--- src/cluster_consts.svh ---
`ifndef CLUSTER_CONSTS_SVH
`define CLUSTER_CONSTS_SVH

// ==========================================================================
// Datapath widths
// ==========================================================================

`define SAMPLE_W 31 // Signed ADC sample.
`define RESULT_W 33 // Four samples plus two guard bits.

// ==========================================================================
// Cluster geometry and pacing
// ==========================================================================

`define CORE_COUNT 4 // Cores in the row.
`define WINDOW 4 // Samples per result.

// Clock cycles per ADC slot; the dispatch sequence needs at least 4.
`define SAMPLE_PERIOD 6

`endif

--- src/dsp_types_pkg.sv ---
`include "cluster_consts.svh"

package dsp_types_pkg;

	// ======================================================================
	// Sample and result words
	// ======================================================================

	typedef logic signed [`SAMPLE_W-1:0] sample_t; // One ADC sample.

	typedef logic signed [`RESULT_W-1:0] result_t; // One window sum.

	// ======================================================================
	// Core output bundle
	// ======================================================================

	// One core's output, valid for the single cycle that en is high.
	typedef struct packed {
		logic en; // Result strobe.
		result_t data; // Window sum.
	} core_out_t;

endpackage

--- src/ctrl_pkg.sv ---
package ctrl_pkg;

	// ======================================================================
	// Dispatcher sequencing
	// ======================================================================

	// One pass per sample slot, from tick to load and back.
	typedef enum logic [1:0] {
		IDLE = 2'd0, // Waiting for a slot tick.
		REQ = 2'd1, // Asking the source for a sample.
		WAIT = 2'd2, // Source updates the shared input.
		LOAD = 2'd3 // Selected core captures the sample.
	} dispatch_state_t;

endpackage

--- src/pace_timer.sv ---
`timescale 1ns/1ps

`include "cluster_consts.svh"

module pace_timer (
	input logic clk,
	input logic rst_n,
	output logic tick
);

	localparam int CNT_W = $clog2(`SAMPLE_PERIOD);
	localparam logic [CNT_W-1:0] CNT_LAST = CNT_W'(`SAMPLE_PERIOD - 1);

	logic [CNT_W-1:0] cnt; // Position inside the slot.

	// ======================================================================
	// Slot counter
	// ======================================================================

	// Registered tick lands SAMPLE_PERIOD cycles after reset release.
	always_ff @(posedge clk) begin
		if (!rst_n) begin
			cnt <= '0;
			tick <= 1'b0;
		end else if (cnt == CNT_LAST) begin
			cnt <= '0; // Wrap.
			tick <= 1'b1; // One pulse per slot.
		end else begin
			cnt <= cnt + 1'b1;
			tick <= 1'b0;
		end
	end

endmodule

--- src/dispatch_fsm.sv ---
`timescale 1ns/1ps

`include "cluster_consts.svh"

module dispatch_fsm (
	input logic clk,
	input logic rst_n,
	input logic tick,
	output logic req,
	output logic [`CORE_COUNT-1:0] core_load
);

	import ctrl_pkg::*;

	localparam int IDX_W = $clog2(`CORE_COUNT);
	localparam logic [IDX_W-1:0] IDX_LAST = IDX_W'(`CORE_COUNT - 1);

	dispatch_state_t state; // Current step of the slot.
	dispatch_state_t state_nxt;
	logic [IDX_W-1:0] core_idx; // Core that gets the next sample.

	// ======================================================================
	// State register
	// ======================================================================

	always_ff @(posedge clk) begin
		if (!rst_n) begin
			state <= IDLE;
		end else begin
			state <= state_nxt;
		end
	end

	// ======================================================================
	// Next state
	// ======================================================================

	// A tick seen outside IDLE is dropped.
	always_comb begin
		state_nxt = state;
		case (state)
			IDLE: begin
				if (tick) begin
					state_nxt = REQ;
				end
			end
			REQ: begin
				state_nxt = WAIT;
			end
			WAIT: begin
				state_nxt = LOAD; // Sample is stable from here.
			end
			LOAD: begin
				state_nxt = IDLE;
			end
			default: begin
				state_nxt = IDLE;
			end
		endcase
	end

	// ======================================================================
	// Round-robin core index
	// ======================================================================

	always_ff @(posedge clk) begin
		if (!rst_n) begin
			core_idx <= '0;
		end else if (state == LOAD) begin
			if (core_idx == IDX_LAST) begin
				core_idx <= '0;
			end else begin
				core_idx <= core_idx + 1'b1;
			end
		end
	end

	// ======================================================================
	// Outputs
	// ======================================================================

	assign req = (state == REQ); // One cycle per slot.

	// One-hot strobe to the indexed core while in LOAD.
	always_comb begin
		core_load = '0;
		for (int i = 0; i < `CORE_COUNT; i++) begin
			if (state == LOAD && core_idx == IDX_W'(i)) begin
				core_load[i] = 1'b1;
			end
		end
	end

endmodule

--- src/window_core.sv ---
`timescale 1ns/1ps

`include "cluster_consts.svh"

module window_core (
	input logic clk,
	input logic rst_n,
	input logic load,
	input dsp_types_pkg::sample_t sample,
	output dsp_types_pkg::core_out_t out
);

	import dsp_types_pkg::*;

	localparam int FILL_W = $clog2(`WINDOW);
	localparam logic [FILL_W-1:0] FILL_LAST = FILL_W'(`WINDOW - 1);

	result_t sum; // Partial window total.
	result_t sample_ext;
	result_t total; // Sum including the sample now loaded.
	logic [FILL_W-1:0] fill; // Samples already in the window.
	logic last; // This load closes the window.
	logic en_q;
	result_t data_q;

	// Signed cast widens with copies of the sign bit.
	assign sample_ext = result_t'(sample);
	assign total = sum + sample_ext;
	assign last = load && (fill == FILL_LAST);

	// ======================================================================
	// Accumulator and fill count
	// ======================================================================

	always_ff @(posedge clk) begin
		if (!rst_n) begin
			sum <= '0;
			fill <= '0;
			en_q <= 1'b0;
		end else begin
			en_q <= last; // High only in the cycle after.
			if (last) begin
				sum <= '0; // Start a new window.
				fill <= '0;
			end else if (load) begin
				sum <= total;
				fill <= fill + 1'b1;
			end
		end
	end

	// ======================================================================
	// Result register
	// ======================================================================

	// Holds the last full sum until the next window closes.
	always_ff @(posedge clk) begin
		if (last) begin
			data_q <= total;
		end
	end

	assign out.en = en_q;
	assign out.data = data_q;

endmodule

--- src/sample_cluster.sv ---
`timescale 1ns/1ps

`include "cluster_consts.svh"

module sample_cluster (
	input logic clk,
	input logic rst_n,
	input dsp_types_pkg::sample_t sample,
	output logic req,
	output dsp_types_pkg::core_out_t core_out [`CORE_COUNT]
);

	logic tick; // Start of a sample slot.
	logic [`CORE_COUNT-1:0] core_load; // One-hot capture strobe.

	// ======================================================================
	// Slot pacing and dispatch
	// ======================================================================

	pace_timer u_pace_timer (
		.clk (clk),
		.rst_n (rst_n),
		.tick (tick)
	);

	dispatch_fsm u_dispatch_fsm (
		.clk (clk),
		.rst_n (rst_n),
		.tick (tick),
		.req (req),
		.core_load (core_load)
	);

	// ======================================================================
	// Core row
	// ======================================================================

	// All cores watch the shared input; only the strobed one captures.
	for (genvar i = 0; i < `CORE_COUNT; i++) begin : g_core
		window_core u_core (
			.clk (clk),
			.rst_n (rst_n),
			.load (core_load[i]),
			.sample (sample),
			.out (core_out[i])
		);
	end

endmodule

--- config.mk ---
export PLATFORM = sky130hd
export DESIGN_NAME = sample_cluster
export DESIGN_NICKNAME = d
export VERILOG_FILES = /design/src/dsp_types_pkg.sv /design/src/ctrl_pkg.sv /design/src/pace_timer.sv /design/src/dispatch_fsm.sv /design/src/window_core.sv /design/src/sample_cluster.sv
export VERILOG_INCLUDE_DIRS = /design/src
export SDC_FILE = /design/constraint.sdc
export NUM_CORES = 1
export LEC_CHECK = 0
export BUFFER_PORTS_ARGS = -buffer_cell sky130_fd_sc_hd__buf_2
export CORE_ASPECT_RATIO = 1.2
export CORE_MARGIN = 1.5
export CORE_UTILIZATION = 40
export DETAILED_ROUTE_END_ITERATION = 12
export GPL_TIMING_DRIVEN = 0
export PLACE_DENSITY = 0.57
export SLEW_MARGIN = 15
export SYNTH_ARGS = -nofsm -noshare
export SYNTH_HDL_FRONTEND = slang
export SYNTH_SLANG_ARGS = --single-unit
export TNS_END_PERCENT = 5
--- constraint.sdc ---
create_clock -name clk -period 2.8 [get_ports clk]
set_clock_uncertainty 0.1 [all_clocks]
set_input_delay 0.28 -clock clk [delete_from_list [all_inputs] [get_ports clk]]
set_output_delay 0.28 -clock clk [all_outputs]
set_load 0.02 [all_outputs]
======== Word-level counts from Yosys, hierarchy flattened ========
Index checks and enable logic that the tools add are counted.
storage, ports and cells
  flip-flop bits (word level) ............. 284
  input port bits ......................... 33
  output and inout bits ................... 137
  word-level logic and storage cells ...... 66
operators by class
  add/sub/neg operators ................... 10
  equality and inequality tests ........... 12
  multiplexer cells ....................... 8
  bitwise gates (word level) .............. 1
  reduce and logical (&&, ||, !) cells .... 15
operator list
  kind                                                                   count
  33-bit by 31-bit adder with 33-bit output                              4
  2-bit equality test, second input constant                             8
  2-bit by 1-bit adder with 2-bit output, second input constant          5
  2-bit OR reduction                                                     5
  1-bit logical AND                                                      8
  2-bit one-hot mux with 4 select lines                                  1
  1-bit two-way mux                                                      5
  2-bit by 1-bit equality test with 1-bit output, second input constant  2
  2-bit zero test                                                        2
  2-bit two-way mux                                                      2
  3-bit by 1-bit adder with 3-bit output, second input constant          1
  3-bit equality test, second input constant                             1
  2-bit inequality test, second input constant                           1
  1-bit inverter                                                         1

======== Logic depth before layout (Yosys ltp) ========
  depth in word-level cells ............... 5
  depth in mapped cells ................... 11
  depth with buffers taken out ............ 11

======== Modules after synthesis ========
From an unflattened synthesis, not the netlist that was laid out.
unflattened totals
  cells, all modules ...................... 1849
  area total of the unflattened synthesis .. 17589.4 µm²
by module, submodules not included
  module                              instances  cells an instance  area an instance (µm²)  seq. area each (µm²)
  window_core (g_core[0].u_core ...)  2          458                4332.9                  1711.6
  window_core (g_core[3].u_core)      1          451                4244.1                  1711.6
  window_core (g_core[2].u_core)      1          435                4190.3                  1711.6
  dispatch_fsm                        1          33                 329.1                   80.1
  pace_timer                          1          14                 160.2                   80.1

======== Least setup slack after synthesis ========
Ideal clock, no wire load.
  path type ............................... reg-to-reg
  from .................................... register u_dispatch_fsm.state[0]
  to ...................................... register g_core[2].u_core.sum[31]
  data arrival time ....................... 2.805 ns
  required time ........................... 2.582 ns
  setup slack ............................. -0.223 ns
  stages on the path, launching flop included .. 7
  path buffers ............................ 0
  clock period less this slack ............ 3.023 ns
  path through ............................ dfxtp_1 ha_1 nand2_1 nor2_1 nor2b_1 a41oi_1 nand2_1
between the ends
  word-level cells in the longest chain between the ends .. 5
RTL lines
  item                          RTL line            source
  start, declared               dispatch_fsm.sv:18  dispatch_state_t state;
  start signal, assigned        dispatch_fsm.sv:30  state <= state_nxt;
  2-bit equality test           dispatch_fsm.sv:88  if (state == LOAD && core_idx == IDX_W'(i)) begin
  1-bit logical AND             dispatch_fsm.sv:88
  1-bit two-way mux             dispatch_fsm.sv:88
  1-bit logical AND             window_core.sv:29   assign last = load && (fill == FILL_LAST);
  via g_core[2].u_core.last     window_core.sv:22   logic last;
  2-bit OR reduction (no line)  --
  end signal, assigned          window_core.sv:46   sum <= total;
  end, declared                 window_core.sv:18   result_t sum;
The timed path passes the listed nets, and every way through them passes these cells.
A chain may end at the register's enable or synchronous reset.

======== Final worst setup path ========
  from .................................... register g_core[1].u_core.sum[0]
  to ...................................... register g_core[1].u_core.sum[32]
between the ends
  word-level cells in the longest chain between the ends .. 1
RTL lines
  item                                       RTL line           source
  start, declared                            window_core.sv:18
  start signal, assigned                     window_core.sv:46
  33-bit by 31-bit adder with 33-bit output  window_core.sv:28  assign total = sum + sample_ext;
No other way between the ends.

==> metrics.yaml <==
grt_pass1_vias: 13387
core-area_um2: 40740
clkTransAtPathRegs_ps: 70
critPathKind: "reg -> reg"
grt.total_usage: 0.2299
drc_errors: 0
rr_endpoint: "g_core[1].u_core.sum[32]"
rows: 81
syn_area_um2: 16510
syn_inst: 1786
cts_tree: "yes"
worstPathArrival_ps: 3370
synth_cell_type_count: 76
worstMarginPinSlew_ps: 953.4
dieArea_um2: 42520
synth-main-ff-cell: "dfxtp_1"
gp_congestion: 0.8830
grt_max_degree: 26
ioPinCount: 170
worstSkewPairLatency_ps: 590
required_ps: 3230
cp_cell_sequence: "ha_4 -> fa_2 -> a21oi_4 -> o2111ai_4 -> a21oi_4 -> nor4_4 -> o2111ai_4 -> nand4_1 -> and3_4 -> or4_1 -> a21oi_1"
timing.final.crit_share: 1.053
hold_buffers: 0
nNetsFinal: 2196
fmax_mhz: 339.1
synth_nets: 1966
cts.path.max_buffers: 3
areaGrowthSynthToFinish_pct: 22.44
maxSlewHeadroom: 0.3644
ys_ff_latch: 284
setup_slack_ps: -149.3
io_buffers: 169
antenna_found_initial: 0
hold_depth: 4
vias_per_cell: 5.497
hold_path_class: "in -> reg"
drtIter0Drc: 744
finalMaxSlewViolations: 0
placed_cells: 2498
yosys_warnings: 0
max_cap_violations: 0
vias: 14176
avgSynthCellArea_um2: 9.246
wl_per_cell_um: 19.60
total_power_uw: 9679
diodes: 0
place_ws_ps: -825.2
finalSetupViolations: 8
final.min_clock_period_ps: 2949
die_h_um: 225.6
cts_buffers: 30
p_per_area_nw_per_um2: 478.7
synth_edf_count: 132
cp-start-kind: "flip-flop"
cts.sinks: 284
fin_cells: 2579
worstSetupEndpointType: "flip-flop"
final_util: 0.4963
grt_overflow: 0
hold_start: "rst_n"
clockRootBuffer: "clkbuf_16"
hold_viol_final: 0
crit_buf_inv: 0
r2r_start: "g_core[1].u_core.sum[0]"
p_leak_uw: 0.008346
min_to: "g_core[3].u_core.sum[30]"
start_util: 0.4053
violations: "negative setup slack"
ir_drop_uv: 421.4
status: "finished, violations left"
cts_max_level: 1
ant_nets: 0
fillCellCount: 3895
cpMaxStageDelayCell: "or4_1"
fp.dieW_um: 188.5
hpwl_um: 36820
synthArstFlopShare: 0
hold_ws_ps: 129.5
dr.pass1.iters: 5
cp_slowest_stage_delay_ps: 500
seq_area_frac_synth: 0.4243
ff2ff_setup_slack_ps: -150
worstSetupStartpoint: "g_core[1].u_core.sum[0]"
wl_um: 50540
path_max_fanout: 4
rsz0062_at_grt: "yes"
drive_gt1_frac: 0.1951
grt_pass1_wl_um: 75290
rr_worst_depth: 11
path_delay_family: "compound AO/OA/AOI/OAI gates"
## worst reg2reg max path, stage by stage, from the launching register on
cell,delay (ps)
dfxtp_2,330
ha_4,160
fa_2,370
a21oi_4,210
o2111ai_4,170
a21oi_4,250
nor4_4,100
o2111ai_4,220
nand4_1,150
and3_4,210
or4_1,500
a21oi_1,120
## per-layer routing
| metal | up-vias | routed length [µm] | global-route usage |
|---|---|---|---|
| li1 | 6933 | - | - |
| met2 | 386 | 23870 | 0.3845 |
| met1 | 6787 | 21790 | 0.2944 |
| met3 | 70 | 2825 | 0.03388 |
| met4 | 0 | 2058 | 0.1016 |
| met5 | - | 0 | 0 |
## cell usage after synthesis (21+ instances only)
cell type / n / area, µm²
nand3_1: 48 / 240.2
nor2b_1: 26 / 162.7
a21o_1: 61 / 457.9
and2_1: 21 / 131.4
a21oi_1: 226 / 1131
nor2_1: 92 / 345.3
o21ai_0: 60 / 300.3
dfxtp_1: 152 / 3043
and3_1: 22 / 137.6
xor2_1: 50 / 437.9
nand2_1: 281 / 1055
ha_1: 143 / 1789
inv_1: 38 / 142.6
clkbuf_1: 57 / 214.0
edfxtp_1: 132 / 3964
nor3_1: 33 / 165.2
xnor2_1: 76 / 665.6
nand4_1: 23 / 143.9
## worst max path at each step
stage                               end  cells past startpoint  slack (ps)
2_1_floorplan  g_core[1].u_core.sum[32]                     11        -200
3_3_place_gp   g_core[2].u_core.sum[26]                     12        -860
3_5_place_dp   g_core[2].u_core.sum[26]                     12        -830
4_1_cts        g_core[1].u_core.sum[32]                     11        -120
5_1_grt        g_core[1].u_core.sum[32]                     11        -250
6_report       g_core[1].u_core.sum[32]                     11        -150
## power breakdown
part,leakage [µW],total [µW],internal (µW),switching (µW)
Sequential,0.00241,4370,4350,13.2
Combinational,0.00539,824,267,557
Clock,0.000539,4490,2780,1710
Total,0.00835,9680,7400,2280
## cells in the final DEF, fill, tap and decap left out, types with 8 or more instances in the layout
cell	netlist	layout
a211oi_2	0	8
a21o_1	61	61
a21oi_1	226	209
a21oi_2	1	14
a31oi_1	15	13
a32o_1	11	11
and2_1	21	19
and3_1	22	18
buf_2	2	172
buf_4	5	34
bufinv_16	0	8
clkbuf_1	57	50
clkbuf_16	0	31
dfxtp_1	152	145
edfxtp_1	132	132
ha_1	143	124
ha_4	0	16
inv_1	38	38
nand2_1	281	279
nand2b_1	13	13
nand3_1	48	46
nand4_1	23	23
nor2_1	92	87
nor2b_1	26	25
nor3_1	33	32
o211ai_1	16	16
o21a_1	15	14
o21ai_0	60	43
o21ai_1	2	12
o21bai_1	16	16
or3_1	10	8
xnor2_1	76	70
xor2_1	50	48
## through the flow
step,cell area (µm²),setup TNS (ps)
2_1_floorplan,16520,-755.4
3_3_place_gp,18040,-95180
3_5_place_dp,18150,-50750
4_1_cts,19840,-606.9
5_1_grt,20220,-2734
6_report,20220,-473.1
## state kept, by name (all words and copies together) (netlist names)
register and flops:
g_core.u_core.data_q 132, g_core.u_core.en_q 4, g_core.u_core.fill 8, g_core.u_core.sum 132, u_dispatch_fsm.core_idx 2, u_dispatch_fsm.state 2
u_pace_timer.cnt 3, u_pace_timer.tick 1
## cell families after synthesis
logic type | after synthesis | synth area share
simple gates | 600 | 0.1676
fa+ha+maj | 147 | 0.1132
mux | 6 | 0.003637
xor+xnor | 127 | 0.06819
flops | 284 | 0.4243
compound gates | 508 | 0.1936
buf+inv | 114 | 0.02947
## final cells by class
type                            instances  area, µm²  area share
Clock buffer                           38      812.0     0.04016
Clock inverter                         18      289.0     0.01429
Timing Repair Buffer                  204       1185     0.05860
Inverter                               38      142.6    0.007054
Multi-Input combinational cell       1388       9756      0.4825
Tap cell                              539      674.4     0.03335
Buffer                                 70      345.3     0.01708
Sequential cell                       284       7015      0.3470
## repair_timing
action / 4_1_cts / 5_1_grt
endpoints found under the setup margin: 123 / 133
gates resized for setup: 93 / 75
buffers inserted: 22 / 10
pin swaps: 45 / 29
Note: power is estimated with default switching activity, not from simulation.
